<file path="src/design/alu_pkg.sv">
// Shared widths, operation encodings and the operation word for the scalar execute stage
package alu_pkg;

    // Lane and field widths of one warp instruction
    localparam int num_lanes = 4;
    localparam int xlen      = 32;
    localparam int wid_bits  = 2;
    localparam int uuid_bits = 8;
    localparam int nr_bits   = 5;

    // Integer and branch operations handled by the integer unit
    typedef enum logic [3:0] {
        op_add  = 4'd0,
        op_sub  = 4'd1,
        op_and  = 4'd2,
        op_or   = 4'd3,
        op_xor  = 4'd4,
        op_sll  = 4'd5,
        op_srl  = 4'd6,
        op_sra  = 4'd7,
        op_slt  = 4'd8,
        op_sltu = 4'd9,
        op_beq  = 4'd10,
        op_bne  = 4'd11,
        op_blt  = 4'd12,
        op_bge  = 4'd13
    } alu_op_e;

    // Multiply and divide operations handled by the iterative unit
    typedef enum logic [3:0] {
        op_mul   = 4'd0,
        op_mulh  = 4'd1,
        op_mulhu = 4'd2,
        op_div   = 4'd3,
        op_divu  = 4'd4,
        op_rem   = 4'd5,
        op_remu  = 4'd6
    } md_op_e;

    // One operation word with two readings, the is_md flag of the
    // instruction tells which one holds
    typedef union packed {
        alu_op_e alu;
        md_op_e  md;
    } op_u;

    // Branches compare lane 0 and write the link value in every lane
    function automatic logic is_branch(alu_op_e op);
        return op inside {op_beq, op_bne, op_blt, op_bge};
    endfunction

    // Divide and remainder that treat their operands as signed
    function automatic logic is_signed_div(md_op_e op);
        return op inside {op_div, op_rem};
    endfunction

    function automatic logic is_mul(md_op_e op);
        return op inside {op_mul, op_mulh, op_mulhu};
    endfunction

endpackage

</file>
<file path="src/design/execute_if.sv">
// Instruction stream from the class splitter to one execute unit
`timescale 1ns/1ps

interface execute_if;
    import alu_pkg::*;

    logic                           valid;
    logic                           ready;
    logic [uuid_bits-1:0]           uuid;
    logic [wid_bits-1:0]            wid;
    logic [num_lanes-1:0]           tmask;
    logic [xlen-1:0]                pc;
    logic [nr_bits-1:0]             rd;
    logic                           wb;
    op_u                            op;
    logic [num_lanes-1:0][xlen-1:0] rs1_data;
    logic [num_lanes-1:0][xlen-1:0] rs2_data;
    logic [xlen-1:0]                offset;

    // The splitter drives the instruction and the unit answers with ready
    modport master (
        output valid, uuid, wid, tmask, pc, rd, wb, op, rs1_data, rs2_data, offset,
        input  ready
    );

    modport slave (
        input  valid, uuid, wid, tmask, pc, rd, wb, op, rs1_data, rs2_data, offset,
        output ready
    );

endinterface

</file>
<file path="src/design/commit_if.sv">
// Result stream from an execute unit toward the commit port
`timescale 1ns/1ps

interface commit_if;
    import alu_pkg::*;

    logic                           valid;
    logic                           ready;
    logic [uuid_bits-1:0]           uuid;
    logic [wid_bits-1:0]            wid;
    logic [num_lanes-1:0]           tmask;
    logic [xlen-1:0]                pc;
    logic [nr_bits-1:0]             rd;
    logic                           wb;
    logic [num_lanes-1:0][xlen-1:0] data;

    // Units produce results, the arbiter consumes them
    modport master (
        output valid, uuid, wid, tmask, pc, rd, wb, data,
        input  ready
    );

    modport slave (
        input  valid, uuid, wid, tmask, pc, rd, wb, data,
        output ready
    );

endinterface

</file>
<file path="src/design/int_unit.sv">
// Two-stage integer and branch unit, all lanes computed in parallel
`timescale 1ns/1ps

module int_unit (
    input  logic                       clk,
    input  logic                       reset,
    execute_if.slave                   exec,
    commit_if.master                   commit,
    output logic                       branch_valid,
    output logic [alu_pkg::wid_bits-1:0] branch_wid,
    output logic                       branch_taken,
    output logic [alu_pkg::xlen-1:0]   branch_dest
);
    import alu_pkg::*;

    logic                           s1_valid;
    logic                           s1_adv;
    logic [uuid_bits-1:0]           s1_uuid;
    logic [wid_bits-1:0]            s1_wid;
    logic [num_lanes-1:0]           s1_tmask;
    logic [xlen-1:0]                s1_pc;
    logic [nr_bits-1:0]             s1_rd;
    logic                           s1_wb;
    alu_op_e                        s1_op;
    logic [num_lanes-1:0][xlen-1:0] s1_rs1;
    logic [num_lanes-1:0][xlen-1:0] s1_rs2;
    logic [xlen-1:0]                s1_offset;
    logic [num_lanes-1:0][xlen-1:0] s1_res;

    // Stage one moves on when the output register is empty or drains this cycle
    assign s1_adv     = !commit.valid || commit.ready;
    assign exec.ready = !s1_valid || s1_adv;

    always_ff @(posedge clk) begin
        if (reset) begin
            s1_valid     <= 1'b0;
            commit.valid <= 1'b0;
        end else begin
            if (exec.ready)
                s1_valid <= exec.valid;
            if (s1_adv)
                commit.valid <= s1_valid;
        end
    end

    always_ff @(posedge clk) begin
        if (exec.valid && exec.ready) begin
            s1_uuid   <= exec.uuid;
            s1_wid    <= exec.wid;
            s1_tmask  <= exec.tmask;
            s1_pc     <= exec.pc;
            s1_rd     <= exec.rd;
            s1_wb     <= exec.wb;
            s1_op     <= exec.op.alu;
            s1_rs1    <= exec.rs1_data;
            s1_rs2    <= exec.rs2_data;
            s1_offset <= exec.offset;
        end
        // Stage two is the output register itself
        if (s1_valid && s1_adv) begin
            commit.uuid  <= s1_uuid;
            commit.wid   <= s1_wid;
            commit.tmask <= s1_tmask;
            commit.pc    <= s1_pc;
            commit.rd    <= s1_rd;
            commit.wb    <= s1_wb;
            commit.data  <= s1_res;
        end
    end

    always_comb begin
        for (int i = 0; i < num_lanes; i++) begin
            case (s1_op)
                op_add:  s1_res[i] = s1_rs1[i] + s1_rs2[i];
                op_sub:  s1_res[i] = s1_rs1[i] - s1_rs2[i];
                op_and:  s1_res[i] = s1_rs1[i] & s1_rs2[i];
                op_or:   s1_res[i] = s1_rs1[i] | s1_rs2[i];
                op_xor:  s1_res[i] = s1_rs1[i] ^ s1_rs2[i];
                op_sll:  s1_res[i] = s1_rs1[i] << s1_rs2[i][$clog2(xlen)-1:0];
                op_srl:  s1_res[i] = s1_rs1[i] >> s1_rs2[i][$clog2(xlen)-1:0];
                op_sra:  s1_res[i] = $signed(s1_rs1[i]) >>> s1_rs2[i][$clog2(xlen)-1:0];
                op_slt:  s1_res[i] = {{(xlen-1){1'b0}}, $signed(s1_rs1[i]) < $signed(s1_rs2[i])};
                op_sltu: s1_res[i] = {{(xlen-1){1'b0}}, s1_rs1[i] < s1_rs2[i]};
                // Branches write the return address
                default: s1_res[i] = s1_pc + xlen'(4);
            endcase
        end
    end

    // Lane 0 is taken as the first active lane for the branch decision
    always_comb begin
        case (s1_op)
            op_beq:  branch_taken = s1_rs1[0] == s1_rs2[0];
            op_bne:  branch_taken = s1_rs1[0] != s1_rs2[0];
            op_blt:  branch_taken = $signed(s1_rs1[0]) < $signed(s1_rs2[0]);
            op_bge:  branch_taken = $signed(s1_rs1[0]) >= $signed(s1_rs2[0]);
            default: branch_taken = 1'b0;
        endcase
    end

    // One pulse per branch, on the cycle it moves into stage two
    assign branch_valid = s1_valid && s1_adv && is_branch(s1_op);
    assign branch_wid   = s1_wid;
    assign branch_dest  = s1_pc + s1_offset;

    // A reported branch shows up at the commit side one cycle later with its link value
    branch_commits: assert property (@(posedge clk) disable iff (reset)
        branch_valid |=> commit.valid && commit.pc == $past(s1_pc)
                         && commit.data[0] == $past(s1_pc) + xlen'(4));

endmodule

</file>
<file path="src/flat_wrapper.sv">
// flat-port wrapper written by rule: the top's interface ports become plain ports
module int_unit_flat import alu_pkg::*;
  (clk, reset, branch_valid, branch_wid, branch_taken, branch_dest, exec_valid, exec_uuid, exec_wid, exec_tmask, exec_pc, exec_rd, exec_wb, exec_op, exec_rs1_data, exec_rs2_data, exec_offset, exec_ready, commit_valid, commit_uuid, commit_wid, commit_tmask, commit_pc, commit_rd, commit_wb, commit_data, commit_ready);
  execute_if exec_i ();
  commit_if commit_i ();
  input  logic clk;
  input  logic reset;
  output logic branch_valid;
  output logic [alu_pkg::wid_bits-1:0] branch_wid;
  output logic branch_taken;
  output logic [alu_pkg::xlen-1:0] branch_dest;
  input wire logic [$bits(exec_i.valid)-1:0] exec_valid;
  input wire logic [$bits(exec_i.uuid)-1:0] exec_uuid;
  input wire logic [$bits(exec_i.wid)-1:0] exec_wid;
  input wire logic [$bits(exec_i.tmask)-1:0] exec_tmask;
  input wire logic [$bits(exec_i.pc)-1:0] exec_pc;
  input wire logic [$bits(exec_i.rd)-1:0] exec_rd;
  input wire logic [$bits(exec_i.wb)-1:0] exec_wb;
  input wire logic [$bits(exec_i.op)-1:0] exec_op;
  input wire logic [$bits(exec_i.rs1_data)-1:0] exec_rs1_data;
  input wire logic [$bits(exec_i.rs2_data)-1:0] exec_rs2_data;
  input wire logic [$bits(exec_i.offset)-1:0] exec_offset;
  output wire logic [$bits(exec_i.ready)-1:0] exec_ready;
  output wire logic [$bits(commit_i.valid)-1:0] commit_valid;
  output wire logic [$bits(commit_i.uuid)-1:0] commit_uuid;
  output wire logic [$bits(commit_i.wid)-1:0] commit_wid;
  output wire logic [$bits(commit_i.tmask)-1:0] commit_tmask;
  output wire logic [$bits(commit_i.pc)-1:0] commit_pc;
  output wire logic [$bits(commit_i.rd)-1:0] commit_rd;
  output wire logic [$bits(commit_i.wb)-1:0] commit_wb;
  output wire logic [$bits(commit_i.data)-1:0] commit_data;
  input wire logic [$bits(commit_i.ready)-1:0] commit_ready;
  assign exec_i.valid = exec_valid;
  assign exec_i.uuid = exec_uuid;
  assign exec_i.wid = exec_wid;
  assign exec_i.tmask = exec_tmask;
  assign exec_i.pc = exec_pc;
  assign exec_i.rd = exec_rd;
  assign exec_i.wb = exec_wb;
  assign exec_i.op = exec_op;
  assign exec_i.rs1_data = exec_rs1_data;
  assign exec_i.rs2_data = exec_rs2_data;
  assign exec_i.offset = exec_offset;
  assign exec_ready = exec_i.ready;
  assign commit_valid = commit_i.valid;
  assign commit_uuid = commit_i.uuid;
  assign commit_wid = commit_i.wid;
  assign commit_tmask = commit_i.tmask;
  assign commit_pc = commit_i.pc;
  assign commit_rd = commit_i.rd;
  assign commit_wb = commit_i.wb;
  assign commit_data = commit_i.data;
  assign commit_i.ready = commit_ready;
  int_unit u_core (.clk(clk), .reset(reset), .exec(exec_i), .commit(commit_i), .branch_valid(branch_valid), .branch_wid(branch_wid), .branch_taken(branch_taken), .branch_dest(branch_dest));
endmodule
</file>
<file path="config.mk">
export PLATFORM = sky130hd
export DESIGN_NAME = int_unit_flat
export DESIGN_NICKNAME = d
export VERILOG_FILES = /design/src/design/alu_pkg.sv /design/src/design/execute_if.sv /design/src/design/commit_if.sv /design/src/design/int_unit.sv /design/src/flat_wrapper.sv
export SDC_FILE = /design/constraint.sdc
export NUM_CORES = 2
export LEC_CHECK = 0
export BUFFER_PORTS_ARGS = -buffer_cell sky130_fd_sc_hd__buf_2
export CORE_ASPECT_RATIO = 0.9
export CORE_MARGIN = 4
export CORE_UTILIZATION = 40
export DETAILED_ROUTE_END_ITERATION = 16
export PLACE_DENSITY = 0.61
export SETUP_SLACK_MARGIN = 0.4
export SYNTH_ARGS = -nofsm -noshare
export SYNTH_HDL_FRONTEND = slang
export SYNTH_SLANG_ARGS = --single-unit
</file>
<file path="constraint.sdc">
create_clock -name clk -period 9.3 [get_ports clk]
set_input_delay 0 -clock clk [delete_from_list [all_inputs] [get_ports clk]]
set_output_delay 0 -clock clk [all_outputs]
set_load 0.02 [all_outputs]
</file>
==> metrics.cfg <==
[logic_synthesis]
async_flop_share = 0
synth_xor_area_frac = 0.0126
synth_compound_area_frac = 0.261
yosys.area.top_type = edfxtp_1
ys_ff_latch = 526
synthAdderAreaFrac = 0.105
yosysUniqueCellTypes = 97
syn-num-nets = 6669
yosysTopAreaCellShare = 0.305
syn_avg_cell_area_um2 = 8.75
synth_edf_count = 524
synth.most_common_cell = nor2_1
muxShareOfSynthArea = 0.111
synthCells = 5892
synth_ff_type = edfxtp_1
synth_top_family_by_area = compound AO/OA/AOI/OAI gates
synth_common_cells = nor2_1, edfxtp_1, a21oi_1, o21ai_0, ha_1
synth.top_cells.by_area = edfxtp_1, ha_1, mux4_2, a21oi_1, nor2_1
ys_seq_area_frac = 0.306
synth-simple-area-share = 0.142
yosysWarnings = 0
synth_area_um2 = 51500

[worst_setup_path]
cp-start-kind = flip-flop
crit_arrival_ps = 5910
critPathCaptureType = flip-flop
critPathKind = flip-flop to flip-flop
required_ps = 9690
worst-path-max-fanout = 46

[cells_and_area]
regArea_um2 = 15800
final_layout_size_suffix_gt1_frac = 0.151
n_fill_cell = 12100
nets = 7499
areaGrowthSynthToFinish_pct = 22.0
multi_input_area_um2 = 32700

[power]
switching_share = 0.373
clkPwrFrac = 0.295
combPwrFrac = 0.347
leakage_nw = 25.8
powerDensity_nw_per_um2 = 133
vdd_drop_max_mv = 0.154
p_sw_w = 0.00312
p_int_w = 0.00524
pwr-share-seq = 0.358

[drt]
drc = 0
vias_per_cell = 6.42
wire_per_inst_um = 29.9
drtIter0Drc = 7128
ant_nets = 0
drt_pass1_iterations = 7
routed_wl_um = 253000
vias = 54300

[clock_tree]
cts_tree = done
clock-sinks = 526
clock_latency_ps = 710
htree_levels = 2
root_buffer = clkbuf_16
cts_buffer_depth = 3
cts.clk_slew.worst_paths_ps = 60
cts_buffers = 61
cts_resized = 0

[sta]
worst_pin_slew_ps = 1430
setup-tns-final_ps = 0
rsz0062_at_grt = false
setup_viol = 0
fmax_mhz = 181
drv_slew = 0
max-slew-margin-rel = 0.0461
hold_ws_ps = 27.3
fin_skew_ps = 35.4
period_needed_ps = 5520
period_share = 0.594
hold_viol_final = 0

[global_route]
grt_remaining_overflow = 0
grt_max_degree = 131
grt_first_pass_wirelength_um = 361000
global_route.usage.total = 0.360
grt_antenna_before_repair = 21
grt_pass1_vias = 50600

[worst_hold_path]
min_path_type = input port to flip-flop

[die]
core_area_um2 = 128000
die_y_um = 348
die_area_um2 = 135000
die_x_um = 386
fp-row-count = 124
initial_utilization = 0.404
ios = 566

[place]
port_buffers = 565
dp_hpwl_um = 186000
gp_congestion = 1.01

[run]
drv_cap = 0

[status]
status = finished clean

## worst paths after layout
path | from | endpoint | slack (ps) | cells past startpoint
max | u_core.s1_rs2[4] | u_core.commit.data[23] | 3780 | 13
min | exec_rs1_data[12] | u_core.s1_rs1[12] | 30 | 2
max reg2reg | u_core.s1_rs2[4] | u_core.commit.data[23] | 3780 | 13
min reg2reg | u_core.s1_tmask[2] | u_core.commit.tmask[2] | 420 | 0
## power by group through the flow
stage	clock, W	combinational (W)	sequential, W
after floorplan	0	0.00165	0.00302
after global placement	0	0.00263	0.00303
after detailed placement	0	0.00262	0.00303
after CTS	0.00251	0.00281	0.00299
after global routing	0.00259	0.00308	0.00300
final	0.00246	0.00290	0.00300
## sequential cells by signal, indices dropped and copies added (netlist names), 2 cells and up
register	count
u_core.s1_uuid	8
u_core.commit.tmask	4
u_core.commit.data	128
u_core.commit.wid	2
u_core.commit.pc	32
u_core.commit.uuid	8
u_core.s1_pc	32
u_core.commit.rd	5
u_core.s1_rs1	128
u_core.s1_op	4
u_core.s1_rs2	128
u_core.branch_wid	2
u_core.s1_offset	32
u_core.s1_rd	5
u_core.s1_tmask	4
## layout by cell type, fill, tap and decap left out, types with 33 or more instances in the layout
| cell type | instances |
|---|---|
| a211o_1 | 39 |
| a211oi_1 | 90 |
| a21o_1 | 101 |
| a21oi_1 | 517 |
| a221o_1 | 33 |
| a221oi_1 | 109 |
| a22oi_1 | 52 |
| a31oi_1 | 60 |
| and3_1 | 37 |
| buf_2 | 565 |
| buf_4 | 100 |
| clkbuf_16 | 61 |
| dlygate4sd3_1 | 523 |
| edfxtp_1 | 524 |
| ha_1 | 420 |
| inv_1 | 387 |
| mux2_2 | 35 |
| mux2i_1 | 199 |
| mux4_2 | 147 |
| nand2_1 | 407 |
| nand2b_1 | 38 |
| nand3_1 | 102 |
| nand4_1 | 41 |
| nor2_1 | 684 |
| nor3_1 | 119 |
| o2111ai_1 | 39 |
| o211ai_1 | 109 |
| o21ai_0 | 439 |
| o21bai_1 | 67 |
| o221ai_1 | 47 |
| o22ai_1 | 48 |
| o31ai_1 | 43 |
| or3_1 | 38 |
| xnor2_1 | 44 |
## routing by layer
metal / vias up / GRT usage / wire length (um)
li1: 23900 / - / -
met1: 26500 / 0.501 / 105000
met2: 3365 / 0.539 / 108000
met3: 538 / 0.0790 / 27200
met4: 12 / 0.152 / 13000
met5: - / 0 / 76
## metrics by stage
stage	power (W)	area [um^2]	utilization	cells	setup WS, ps
after global routing	0.00868	62900	0.493	8462	3790
final	0.00836	62900	0.493	8468	3780
after global placement	0.00566	55700	0.437	7837	4230
after floorplan	0.00467	51500	-	5892	3490
after CTS	0.00831	62900	0.493	8460	4090
after detailed placement	0.00566	55700	0.437	7837	4120
## critical path, stage by stage (launching register included)
cell	delay (ps)
edfxtp_1	330
buf_4	420
inv_1	450
ha_1	550
or3_1	430
nor2_1	170
o311a_1	210
o31ai_1	80
a21oi_1	770
a31oi_1	460
o31ai_1	720
nor2_1	90
o31ai_1	370
o2111ai_1	160
## layout make-up
type                            instances  area share
Antenna cell                            8    0.000318
Clock buffer                           72      0.0249
Clock inverter                         28     0.00551
Inverter                              394      0.0235
Multi-Input combinational cell       4546       0.519
Sequential cell                       526       0.251
Tap cell                             1701      0.0338
Timing Repair Buffer                 1193       0.142
## cell families after synthesis
kind of cell / after synthesis
XOR/XNOR: 74
adder cells (fa/ha/maj): 429
flip-flops: 526
buffers and inverters: 820
multiplexers: 382
AND/OR/NAND/NOR: 1637
AO/OA/AOI/OAI: 2024
## repair_timing
action	in CTS	in global routing
endpoints found under the hold margin	383	0
setup buffers	0	0
hold buffers	523	0
Power figures use the tool's default switching activity.
