**src/design/alu_pkg.sv**
```systemverilog
// Shared widths, operation encodings and the operation word for the scalar execute stage
package alu_pkg;

    // Lane and field widths of one warp instruction
    localparam int num_lanes = 4;
    localparam int xlen      = 32;
    localparam int wid_bits  = 2;
    localparam int uuid_bits = 8;
    localparam int nr_bits   = 5;

    // Integer and branch operations handled by the integer unit
    typedef enum logic [3:0] {
        op_add  = 4'd0,
        op_sub  = 4'd1,
        op_and  = 4'd2,
        op_or   = 4'd3,
        op_xor  = 4'd4,
        op_sll  = 4'd5,
        op_srl  = 4'd6,
        op_sra  = 4'd7,
        op_slt  = 4'd8,
        op_sltu = 4'd9,
        op_beq  = 4'd10,
        op_bne  = 4'd11,
        op_blt  = 4'd12,
        op_bge  = 4'd13
    } alu_op_e;

    // Multiply and divide operations handled by the iterative unit
    typedef enum logic [3:0] {
        op_mul   = 4'd0,
        op_mulh  = 4'd1,
        op_mulhu = 4'd2,
        op_div   = 4'd3,
        op_divu  = 4'd4,
        op_rem   = 4'd5,
        op_remu  = 4'd6
    } md_op_e;

    // One operation word with two readings, the is_md flag of the
    // instruction tells which one holds
    typedef union packed {
        alu_op_e alu;
        md_op_e  md;
    } op_u;

    // Branches compare lane 0 and write the link value in every lane
    function automatic logic is_branch(alu_op_e op);
        return op inside {op_beq, op_bne, op_blt, op_bge};
    endfunction

    // Divide and remainder that treat their operands as signed
    function automatic logic is_signed_div(md_op_e op);
        return op inside {op_div, op_rem};
    endfunction

    function automatic logic is_mul(md_op_e op);
        return op inside {op_mul, op_mulh, op_mulhu};
    endfunction

endpackage

```
**src/design/commit_if.sv**
```systemverilog
// Result stream from an execute unit toward the commit port
`timescale 1ns/1ps

interface commit_if;
    import alu_pkg::*;

    logic                           valid;
    logic                           ready;
    logic [uuid_bits-1:0]           uuid;
    logic [wid_bits-1:0]            wid;
    logic [num_lanes-1:0]           tmask;
    logic [xlen-1:0]                pc;
    logic [nr_bits-1:0]             rd;
    logic                           wb;
    logic [num_lanes-1:0][xlen-1:0] data;

    // Units produce results, the arbiter consumes them
    modport master (
        output valid, uuid, wid, tmask, pc, rd, wb, data,
        input  ready
    );

    modport slave (
        input  valid, uuid, wid, tmask, pc, rd, wb, data,
        output ready
    );

endinterface

```
**src/design/rsp_arb.sv**
```systemverilog
// Round-robin merge of the two unit result streams into one commit stream
`timescale 1ns/1ps

module rsp_arb (
    input  logic     clk,
    input  logic     reset,
    commit_if.slave  in_a,
    commit_if.slave  in_b,
    commit_if.master out
);

    logic grant_b;
    logic last_b;
    logic hold;

    // A stalled output keeps its source, otherwise the side not served last wins a tie
    always_comb begin
        if (hold)
            grant_b = last_b;
        else if (in_a.valid && in_b.valid)
            grant_b = !last_b;
        else
            grant_b = in_b.valid;
    end

    always_ff @(posedge clk) begin
        if (reset) begin
            last_b <= 1'b0;
            hold   <= 1'b0;
        end else begin
            hold <= out.valid && !out.ready;
            if (out.valid)
                last_b <= grant_b;
        end
    end

    assign in_a.ready = out.ready && !grant_b;
    assign in_b.ready = out.ready && grant_b;

    assign out.valid = grant_b ? in_b.valid : in_a.valid;
    assign out.uuid  = grant_b ? in_b.uuid  : in_a.uuid;
    assign out.wid   = grant_b ? in_b.wid   : in_a.wid;
    assign out.tmask = grant_b ? in_b.tmask : in_a.tmask;
    assign out.pc    = grant_b ? in_b.pc    : in_a.pc;
    assign out.rd    = grant_b ? in_b.rd    : in_a.rd;
    assign out.wb    = grant_b ? in_b.wb    : in_a.wb;
    assign out.data  = grant_b ? in_b.data  : in_a.data;

    grant_held: assert property (@(posedge clk) disable iff (reset)
        (out.valid && !out.ready) |=> grant_b == $past(grant_b));

    valid_has_source: assert property (@(posedge clk) disable iff (reset)
        out.valid |-> (in_a.valid || in_b.valid));

endmodule

```
**src/flat_wrapper.sv**
```systemverilog
// flat-port wrapper written by rule: the top's interface ports become plain ports
module rsp_arb_flat 
  (clk, reset, in_a_valid, in_a_uuid, in_a_wid, in_a_tmask, in_a_pc, in_a_rd, in_a_wb, in_a_data, in_a_ready, in_b_valid, in_b_uuid, in_b_wid, in_b_tmask, in_b_pc, in_b_rd, in_b_wb, in_b_data, in_b_ready, out_valid, out_uuid, out_wid, out_tmask, out_pc, out_rd, out_wb, out_data, out_ready);
  commit_if in_a_i ();
  commit_if in_b_i ();
  commit_if out_i ();
  input  logic clk;
  input  logic reset;
  input wire logic [$bits(in_a_i.valid)-1:0] in_a_valid;
  input wire logic [$bits(in_a_i.uuid)-1:0] in_a_uuid;
  input wire logic [$bits(in_a_i.wid)-1:0] in_a_wid;
  input wire logic [$bits(in_a_i.tmask)-1:0] in_a_tmask;
  input wire logic [$bits(in_a_i.pc)-1:0] in_a_pc;
  input wire logic [$bits(in_a_i.rd)-1:0] in_a_rd;
  input wire logic [$bits(in_a_i.wb)-1:0] in_a_wb;
  input wire logic [$bits(in_a_i.data)-1:0] in_a_data;
  output wire logic [$bits(in_a_i.ready)-1:0] in_a_ready;
  input wire logic [$bits(in_b_i.valid)-1:0] in_b_valid;
  input wire logic [$bits(in_b_i.uuid)-1:0] in_b_uuid;
  input wire logic [$bits(in_b_i.wid)-1:0] in_b_wid;
  input wire logic [$bits(in_b_i.tmask)-1:0] in_b_tmask;
  input wire logic [$bits(in_b_i.pc)-1:0] in_b_pc;
  input wire logic [$bits(in_b_i.rd)-1:0] in_b_rd;
  input wire logic [$bits(in_b_i.wb)-1:0] in_b_wb;
  input wire logic [$bits(in_b_i.data)-1:0] in_b_data;
  output wire logic [$bits(in_b_i.ready)-1:0] in_b_ready;
  output wire logic [$bits(out_i.valid)-1:0] out_valid;
  output wire logic [$bits(out_i.uuid)-1:0] out_uuid;
  output wire logic [$bits(out_i.wid)-1:0] out_wid;
  output wire logic [$bits(out_i.tmask)-1:0] out_tmask;
  output wire logic [$bits(out_i.pc)-1:0] out_pc;
  output wire logic [$bits(out_i.rd)-1:0] out_rd;
  output wire logic [$bits(out_i.wb)-1:0] out_wb;
  output wire logic [$bits(out_i.data)-1:0] out_data;
  input wire logic [$bits(out_i.ready)-1:0] out_ready;
  assign in_a_i.valid = in_a_valid;
  assign in_a_i.uuid = in_a_uuid;
  assign in_a_i.wid = in_a_wid;
  assign in_a_i.tmask = in_a_tmask;
  assign in_a_i.pc = in_a_pc;
  assign in_a_i.rd = in_a_rd;
  assign in_a_i.wb = in_a_wb;
  assign in_a_i.data = in_a_data;
  assign in_a_ready = in_a_i.ready;
  assign in_b_i.valid = in_b_valid;
  assign in_b_i.uuid = in_b_uuid;
  assign in_b_i.wid = in_b_wid;
  assign in_b_i.tmask = in_b_tmask;
  assign in_b_i.pc = in_b_pc;
  assign in_b_i.rd = in_b_rd;
  assign in_b_i.wb = in_b_wb;
  assign in_b_i.data = in_b_data;
  assign in_b_ready = in_b_i.ready;
  assign out_valid = out_i.valid;
  assign out_uuid = out_i.uuid;
  assign out_wid = out_i.wid;
  assign out_tmask = out_i.tmask;
  assign out_pc = out_i.pc;
  assign out_rd = out_i.rd;
  assign out_wb = out_i.wb;
  assign out_data = out_i.data;
  assign out_i.ready = out_ready;
  rsp_arb u_core (.clk(clk), .reset(reset), .in_a(in_a_i), .in_b(in_b_i), .out(out_i));
endmodule
```
**config.mk**
```make
export PLATFORM = sky130hd
export DESIGN_NAME = rsp_arb_flat
export DESIGN_NICKNAME = d
export VERILOG_FILES = /design/src/design/alu_pkg.sv /design/src/design/commit_if.sv /design/src/design/rsp_arb.sv /design/src/flat_wrapper.sv
export SDC_FILE = /design/constraint.sdc
export NUM_CORES = 1
export LEC_CHECK = 0
export BUFFER_PORTS_ARGS = -buffer_cell sky130_fd_sc_hd__buf_2
export CAP_MARGIN = 25
export CORE_AREA = 2 2 214 216
export CTS_BUF_LIST = sky130_fd_sc_hd__clkbuf_8
export CTS_CLUSTER_DIAMETER = 200
export DETAILED_ROUTE_END_ITERATION = 8
export DIE_AREA = 0 0 216 218
export GPL_TIMING_DRIVEN = 0
export PLACE_DENSITY = 0.37
export SYNTH_ARGS = -nofsm -noshare
export SYNTH_HDL_FRONTEND = slang
export SYNTH_SLANG_ARGS = --single-unit
```
**constraint.sdc**
```tcl
create_clock -name clk -period 2 [get_ports clk]
set_input_delay 0.2 -clock clk [delete_from_list [all_inputs] [get_ports clk]]
set_output_delay 0.2 -clock clk [all_outputs]
set_load 0.05 [all_outputs]
```
==> results of run 1 <==
path summary, 6_finish.rpt:
check,start,endpoint,slack [ps]
worst max-delay path,u_core.last_b,out_pc[30],30
worst min-delay path,reset,u_core.last_b,170
worst max register to register,u_core.last_b,u_core.last_b,670
worst min register to register,u_core.last_b,u_core.hold,770
state kept, by name (all words and copies together) (netlist names):
name	flops
u_core.hold	1
u_core.last_b	1
power by group through the flow:
stage	registers (mW)	clock network (mW)	logic, mW
2_1_floorplan	0.0461	0	3.09
3_3_place_gp	0.0469	0	4.47
3_5_place_dp	0.0471	0	4.48
4_1_cts	0.0486	0.165	4.97
5_1_grt	0.0493	0.169	5.30
6_report	0.0487	0.160	5.05
Yosys cell counts, types with 2 or more instances:
cell type	count
o21ai_0	180
nor2_1	3
dfxtp_1	2
buf_1	4
o221a_2	80
inv_1	2
clkbuf_1	88
buf_6	11
nor3b_1	181
nor2b_1	181
buf_2	17
o221a_1	100
logic make-up (layout without fill, tap and decap cells):
| family | count (synthesis) | count (layout) | synth area share (%) |
|---|---|---|---|
| and+or+nand+nor | 370 | 370 | 41.48 |
| AOI/OAI and AO/OA | 364 | 364 | 48.47 |
| buffers and inverters | 122 | 681 | 9.206 |
| DFF | 2 | 2 | 0.6562 |
| muxes | 1 | 1 | 0.1845 |
| other | 0 | 5 | 0 |
repair_timing:
action	CTS	global route
setup endpoints to repair	182	181
gates resized for setup	316	153
hold buffers	0	0
setup buffers	8	0
cloned	1	0
pin swaps	2	1
routing by layer:
metal	vias up	track usage, %	share of wire, %
li1	4508	-	-
met3	54	3.989	7.7
met1	4520	18.89	40
met2	434	30.65	50
met4	12	4.178	2.2
met5	-	0	0.20
cell type report:
type                    instances  area, um^2  area share (%)
plain buffers                 119       892.1           8.222
repair buffers                557        3488           32.15
diodes                          5       12.51          0.1153
inverters                       2       7.507         0.06919
multi-input cells             735        5610           51.71
clock buffers                   3       41.29          0.3805
flip-flops and latches          2       47.55          0.4382
well taps                     600       750.7           6.919
stage by stage:
step	hold WS, ps	utilization, %	setup WS (ps)	cells
floorplan	278.1	-	205.0	859
global placement	390.7	21.36	-886.8	2006
detailed placement	392.6	21.39	-894.9	2007
CTS	159.1	23.63	-47.14	2018
global route	169.9	24.16	-41.88	2022
finish	165.5	24.17	34.35	2023
==> impl_metrics.py, run 1 <==
metrics = {
    "power": {
        "switching_share_pct": 61.17,
        "net-switching-power_mw": 3.219,
        "power_density_mw_per_mm2": 485.0,
        "clkPwrFrac_pct": 3.0,
        "power.total_mw": 5.263,
        "sequentialPowerShare_pct": 0.9,
        "p_int_mw": 2.043,
        "leakagePower_nw": 4.428,
        "comb_power_share_pct": 96.0,
        "ir_drop_mv": 0.2198,
    },
    "detailed_routing": {
        "vias": 9528,
        "drc": 0,
        "viasPerCell": 4.710,
        "wl_mm": 42.23,
        "wl_per_cell_um": 20.87,
        "drt_iter0_drc": 504,
        "dr.pass1.iters": 5,
        "ant_nets": 0,
    },
    "floorplan": {
        "dieArea_mm2": 0.04709,
        "die_y_um": 218,
        "core_mm2": 0.04489,
        "io-pin-count": 548,
        "die_x_um": 216,
        "rows": 78,
        "start_util_pct": 13.59,
    },
    "logic_synthesis": {
        "yosysTopAreaCell": "nor3b_1",
        "synthDistinctLibCells": 22,
        "netlist_instances": 859,
        "yosysTopAreaCellShare_pct": 22.27,
        "synth-seq-cells": 2,
        "synth_top_flop_cell": "dfxtp_1",
        "synth_area_leaders": "nor3b_1, nor2b_1, o221a_1",
        "synth_nets": 1224,
        "synthesis.area_mm2": 0.006102,
        "synth_warnings": 0,
        "yosysSeqAreaShare_pct": 0.6561,
        "synth_area_per_cell_um2": 7.104,
        "synth_edf_count": 0,
        "synthArstFlopShare_pct": 0,
    },
    "setup_path": {
        "cp_common_cell": "buf_4",
        "path_class": "flop to output port",
        "end_kind": "output port",
        "reg2regPathDepth": 5,
        "critPathMaxFanout": 10,
        "worstPathCellList": "buf_4, o21ai_4, buf_12, buf_8, buf_4, o221a_1, buf_4",
        "crit_family": "buffers and inverters",
        "required_ps": 1800,
        "path_buf_inv": 5,
        "slowest_stage": "dfxtp_4",
        "arrival_ps": 1770,
        "start_kind": "flop",
        "cpPeakStageDelay_ps": 340,
        "worst-path-stages": 7,
    },
    "global_route": {
        "grt_pass1_vias": 9745,
        "grt_pass1_wl_mm": 60.78,
        "grt_util_all_layers_pct": 16.53,
        "grt-ovfl-total": 0,
        "antenna_found_initial": 13,
        "grt_max_degree": 11,
    },
    "run": {
        "drv_cap": 0,
    },
    "sta": {
        "fmax_ghz": 0.5087,
        "slew_headroom_pct": 70.04,
        "rsz0062_at_grt": "yes",
        "drv_slew": 0,
        "period_needed_ps": 1966,
        "setup_violations": 0,
        "final.setup_skew_ps": 3.807,
        "setup-tns-final_ps": 0,
        "worstMarginPinSlew_ps": 449.4,
        "hold_violations": 0,
        "period_share_pct": 98.28,
    },
    "clock_tree": {
        "root_buffer": "clkbuf_8",
        "cts_buffer_depth": 2,
        "cts_tree": "yes",
        "clk_latency_ps": 210,
        "cts.sinks": 2,
        "cts_made_buffers": 3,
        "path_clk_slew_ps": 30,
        "htree_levels": 1,
    },
    "finish": {
        "layout.cells.most_common_list": "buf_2, nor3b_1, nor2b_1, o21ai_0, buf_4",
        "postLayoutCellArea_mm2": 0.01085,
        "drive_above_1_share_pct": 53.74,
        "area_growth_pct": 77.81,
        "layout_commonest_cell": "buf_2",
        "n_fill_cell": 5109,
        "nets": 1785,
    },
    "status": {
        "status": "complete, no violations",
    },
    "placed_design": {
        "dp_hpwl_mm": 34.36,
        "post_dp_cell_area_mm2": 0.009602,
        "port-buffer-count": 547,
        "gp_congestion": 0.8475,
    },
    "hold_path": {
        "hold_class": "input port to flop",
        "holdPathStages": 2,
    },
}
Power figures use the tool's default switching activity.
==> run 2: changes to the inputs <==
- CORE_AREA: 2 2 214 216 -> 2 2 212 214
- DIE_AREA: 0 0 216 218 -> 0 0 214 216
- clock period: 2 -> 2.4 ns (I/O delays scaled with it)
==> run 2 against run 1 <==
Largest cell class unchanged. Count of clock-buffer cells in the layout is the same. Highest routed layer unchanged. Wire length is 2.2% higher. Worst hold slack better by 55 ps. Critical path type unchanged. Largest power group unchanged. Final cell count is 0.84% lower. Flip-flop and latch count did not move. Cell area fell by 10%. Register-to-register slack improved by 210 ps. Critical endpoint is now out_data[65].
==> impl_metrics.py, run 2 (synthesis results as in run 1) <==
metrics = {
    "setup_path": {
        "cpPeakStageDelay_ps": 450,
        "worstPathCellList": "buf_2, o21ai_4, buf_4, clkbuf_1, o221a_2, buf_2",
        "arrival_ps": 2070,
        "rrSetupSlack_ps": 880,
        "cp_common_cell": "buf_2",
        "end_kind": "output port",
        "crit_family": "buffers and inverters",
        "regToRegEndpoint": "u_core.last_b",
        "path_class": "flop to output port",
        "critPathMaxFanout": 10,
        "start_kind": "flop",
        "r2r_start": "u_core.last_b",
        "reg2regPathDepth": 4,
        "required_ps": 2160,
        "slowest_stage": "clkbuf_1",
        "path_buf_inv": 4,
    },
    "sta": {
        "fmax_ghz": 0.4337,
        "drv_slew": 0,
        "hold_violations": 0,
        "worstMarginPinSlew_ps": 590.8,
        "period_needed_ps": 2306,
        "period_share_pct": 96.07,
        "final.setup_skew_ps": 1.597,
        "slew_headroom_pct": 60.61,
        "rsz0062_at_grt": "no",
        "setup_violations": 0,
        "fin_ws_ps": 94.29,
    },
    "run": {
        "drv_cap": 0,
    },
    "detailed_routing": {
        "wl_per_cell_um": 21.50,
        "wl_mm": 43.14,
        "ant_nets": 0,
        "vias": 9504,
        "viasPerCell": 4.738,
        "drt_iter0_drc": 611,
        "drc": 0,
        "dr.pass1.iters": 5,
    },
    "finish": {
        "nets": 1778,
        "postLayoutCellArea_mm2": 0.009769,
        "area_growth_pct": 60.10,
        "drive_above_1_share_pct": 50.39,
        "layout_commonest_cell": "buf_2",
        "n_fill_cell": 5060,
        "reg_top3": "u_core.hold (1), u_core.last_b (1)",
        "layout.cells.most_common_list": "buf_2, nor3b_1, nor2b_1, o21ai_0, o221a_1",
        "fin_cells": 2006,
    },
    "hold_path": {
        "min_from": "reset",
        "hold_class": "input port to flop",
        "whs_endpoint": "u_core.last_b",
        "holdPathStages": 2,
    },
    "floorplan": {
        "die_x_um": 214,
        "start_util_pct": 13.92,
        "core_mm2": 0.04384,
        "die_y_um": 216,
        "io-pin-count": 548,
        "dieArea_mm2": 0.04622,
        "rows": 77,
    },
    "power": {
        "ir_drop_mv": 0.1819,
        "power.total_mw": 3.955,
        "leakagePower_nw": 3.930,
        "comb_power_share_pct": 95.7,
        "sequentialPowerShare_pct": 1.0,
        "net-switching-power_mw": 2.645,
        "power_density_mw_per_mm2": 404.9,
        "clkPwrFrac_pct": 3.3,
        "switching_share_pct": 66.86,
        "p_int_mw": 1.311,
    },
    "placed_design": {
        "post-place-ws_ps": -576.6,
        "gp_congestion": 0.9381,
        "post_dp_cell_area_mm2": 0.009580,
        "dp.cells": 1998,
        "dp_hpwl_mm": 35.84,
        "port-buffer-count": 547,
    },
    "clock_tree": {
        "cts_buffer_depth": 2,
        "htree_levels": 1,
        "path_clk_slew_ps": 30,
        "clk_latency_ps": 210,
        "ctsHoldBuffers": 0,
        "root_buffer": "clkbuf_8",
        "cts_made_buffers": 3,
        "cts_tree": "yes",
        "cts.sinks": 2,
    },
    "global_route": {
        "grt_util_all_layers_pct": 17.45,
        "grt_pass1_wl_mm": 63.22,
        "grt-ovfl-total": 0,
        "grt_pass1_vias": 9611,
        "grt_max_degree": 11,
        "antenna_found_initial": 6,
    },
    "status": {
        "status": "complete, no violations",
    },
}
==> run 2: cell count changes in the layout (fill, tap and decap cells not counted), moves of 3 or more <==
cell      change
buf_2       +172
buf_4       -118
buf_6        -45
clkbuf_4     -44
clkbuf_1     +35
o21ai_0      +16
o21ai_1      -16
o221a_4      -11
clkbuf_2      +7
o221a_2       +7
buf_12        -6
buf_8         -5
o221a_1       +4
clkbuf_8      -3
==> run 2: power by group through the flow <==
stage	registers [mW]	logic (mW)	clock network, mW
floorplan	0.0384	2.58	0
global placement	0.0390	3.77	0
detailed placement	0.0392	3.77	0
CTS	0.0393	3.81	0.136
global route	0.0398	4.00	0.138
finish	0.0394	3.79	0.130
==> run 2: timing repair <==
item / in CTS / in global routing
setup buffers: 3 / 0
gates resized for setup: 43 / 48
pin swaps: 1 / 0
endpoints found under the setup margin: 180 / 123
==> run 2: worst max-delay path by stage <==
stage                        startpoint       endpoint  slack (ps)  cells past startpoint
final                       u_core.hold   out_data[65]          90                      6
after floorplan             u_core.hold  out_data[100]         570                      6
after global routing         in_b_valid         out_wb           3                      7
after global placement       in_b_valid   out_data[81]        -550                      7
after detailed placement     in_b_valid   out_data[81]        -580                      7
after CTS                 u_core.last_b         out_wb        -0.6                      6
==> run 2: worst register-to-register path, stage by stage, from the launching register on <==
cell	delay (ps)
dfxtp_1	450
inv_1	90
clkbuf_2	290
buf_2	300
a221oi_1	290
==> run 2: through the flow <==
stage               util, %  hold WS, ps  TNS (ps)
detailed placement    21.86        431.7    -48300
finish                22.29        220.8         0
floorplan                 -        318.1         0
global route          22.27        232.8         0
global placement      21.86        437.7    -43490
CTS                   22.18        210.9   -0.5720
==> run 2: routing by layer <==
metal / part of all wire, % / global-route usage (%) / vias up
met3: 7.1 / 4.073 / 22
met5: 0.079 / 0 / -
met4: 0.87 / 1.772 / 4
met1: 40 / 20.22 / 4537
li1: - / - / 4491
met2: 52 / 33.28 / 450
==> run 2: area by class of cell <==
class                   instances  area (um^2)  area share [%]
diodes                          3        7.507         0.07684
plain buffers                 119        640.6           6.557
clock buffers                   3        41.29          0.4226
inverters                       2        7.507         0.07684
multi-input cells             735         5508           56.38
flip-flops and latches          2        40.04          0.4098
well taps                     592        740.7           7.582
repair buffers                550         2784           28.50
==> run 3: changes to the inputs <==
- CORE_AREA: 2 2 212 214 -> 4 4 208 210
- DIE_AREA: 0 0 214 216 -> 0 0 212 214
- PLACE_DENSITY: 0.37 -> 0.4
- clock period: 2.4 -> 2 ns (I/O delays scaled with it)
==> run 3 against run 2 <==
The run now ends with setup timing left. Core utilization up 4.6 points. Final cell count down 2.4%. Count of clock-buffer cells in the layout unchanged. Wire length up 3.2%. Non-clock buffer count up 6. Worst hold slack worse by 46 ps. Flip-flop and latch count unchanged. Cell area up 14%. Register-to-register slack worse by 230 ps. Die area down 1.9%. Critical path type unchanged. Highest routed layer unchanged.
==> impl_metrics.py, run 3 (synthesis results as in run 1) <==
metrics = {
    "status": {
        "status": "finished with violations",
        "violations": "setup timing",
    },
    "sta": {
        "drv_slew": 0,
        "worstMarginPinSlew_ps": 408.8,
        "fin_ws_ps": -7.804,
        "hold_ws_ps": 175.0,
        "setup_violations": 5,
        "rsz0062_at_grt": "yes",
        "final.setup_skew_ps": 3.631,
        "period_needed_ps": 2008,
        "fmax_ghz": 0.4981,
        "slew_headroom_pct": 72.75,
        "period_share_pct": 100.4,
        "hold_violations": 0,
    },
    "clock_tree": {
        "clk_latency_ps": 210,
        "path_clk_slew_ps": 30,
        "cts_tree": "yes",
        "root_buffer": "clkbuf_8",
        "cts_buffer_depth": 2,
        "ctsHoldBuffers": 0,
        "cts.sinks": 2,
        "cts_made_buffers": 3,
        "htree_levels": 1,
    },
    "floorplan": {
        "core_mm2": 0.04157,
        "dieArea_mm2": 0.04537,
        "die_x_um": 212,
        "io-pin-count": 548,
        "start_util_pct": 14.68,
        "die_y_um": 214,
        "rows": 75,
    },
    "finish": {
        "fin_cells": 1957,
        "reg_top3": "u_core.hold (1), u_core.last_b (1)",
        "layout.cells.most_common_list": "buf_2, nor3b_1, nor2b_1, o21ai_0, buf_6",
        "n_fill_cell": 4628,
        "final_util_pct": 26.88,
        "area_growth_pct": 83.13,
        "nets": 1784,
        "drive_above_1_share_pct": 53.92,
        "layout_commonest_cell": "buf_2",
    },
    "global_route": {
        "grt_pass1_wl_mm": 62.52,
        "grt-ovfl-total": 0,
        "antenna_found_initial": 12,
        "grt_util_all_layers_pct": 17.62,
        "grt_pass1_vias": 9469,
        "grt_max_degree": 11,
    },
    "setup_path": {
        "arrival_ps": 1810,
        "start_kind": "flop",
        "path_class": "flop to output port",
        "critPathCapture": "out_rd[0]",
        "rrSetupSlack_ps": 650,
        "cp-startpoint": "u_core.hold",
        "required_ps": 1800,
        "reg2regPathDepth": 5,
        "critPathMaxFanout": 10,
        "r2r_start": "u_core.hold",
        "regToRegEndpoint": "u_core.hold",
        "end_kind": "output port",
    },
    "power": {
        "power_density_mw_per_mm2": 496.2,
        "leakagePower_nw": 4.572,
        "ir_drop_mv": 0.2200,
        "power.total_mw": 5.544,
    },
    "detailed_routing": {
        "drc": 0,
        "dr.pass1.iters": 5,
        "wl_per_cell_um": 22.74,
        "top_layer_used": "met5",
        "dr_wl_met3_mm": 3.397,
        "met1_length_mm": 17.19,
        "drt_iter0_drc": 660,
        "ant_nets": 0,
        "wl_mm": 44.51,
        "vias": 9619,
        "viasPerCell": 4.915,
        "wl_met2_mm": 23.16,
    },
    "hold_path": {
        "hold_class": "input port to flop",
    },
    "placed_design": {
        "port-buffer-count": 547,
        "gp_congestion": 0.8527,
        "dp.cells": 1945,
        "post-place-ws_ps": -724.4,
        "dp_hpwl_mm": 36.68,
    },
    "run": {
        "drv_cap": 0,
    },
}
==> run 3: how the worst min path moves through the flow <==
stage               startpoint       endpoint  slack [ps]  depth (start not counted)
detailed placement       reset  u_core.last_b         400                          2
global placement         reset    u_core.hold         390                          2
global route             reset  u_core.last_b         180                          2
CTS                      reset  u_core.last_b         170                          2
finish                   reset  u_core.last_b         180                          2
floorplan            out_ready    u_core.hold         280                          1
==> run 3: area by class of cell <==
class | count | area (um^2) | area share [%]
diodes | 1 | 2.502 | 0.02239
plain buffers | 119 | 938.4 | 8.398
clock buffers | 3 | 41.29 | 0.3695
inverters | 2 | 7.507 | 0.06718
multi-input cells | 735 | 5628 | 50.36
flip-flops and latches | 2 | 43.79 | 0.3919
well taps | 539 | 674.4 | 6.035
repair buffers | 556 | 3839 | 34.35
==> run 3: routing by layer <==
metal,GRT usage (%),vias up
met3,4.394,47
met5,0,-
li1,-,4502
met1,19.99,4609
met4,2.982,18
met2,33.36,443
==> run 3: worst max-delay path, stage by stage (launching register included) <==
cell       delay, ps
dfxtp_1          300
buf_6            140
or2_4            290
buf_12           140
clkbuf_16        170
buf_8            150
o221a_1          240
buf_6            160
==> run 3: power breakdown <==
group | total (mW) | internal [mW] | switching, mW
Clock | 0.159 | 0.127 | 0.0321
Combinational | 5.34 | 2.06 | 3.28
Sequential | 0.0472 | 0.0433 | 0.00389
Total | 5.54 | 2.23 | 3.31
==> run 3: per-stage QoR <==
stage | TNS, ps | area, um^2
floorplan | 0 | 6102
global placement | -95620 | 9514
detailed placement | -91000 | 9514
CTS | -1217 | 10840
global route | -1729 | 11170
finish | -15.96 | 11170
==> run 3: what timing repair did <==
action,CTS,global route
resized for setup,444,102
setup endpoints to repair,181,179
setup buffers,2,4
cloned,0,3
pin swaps,2,46
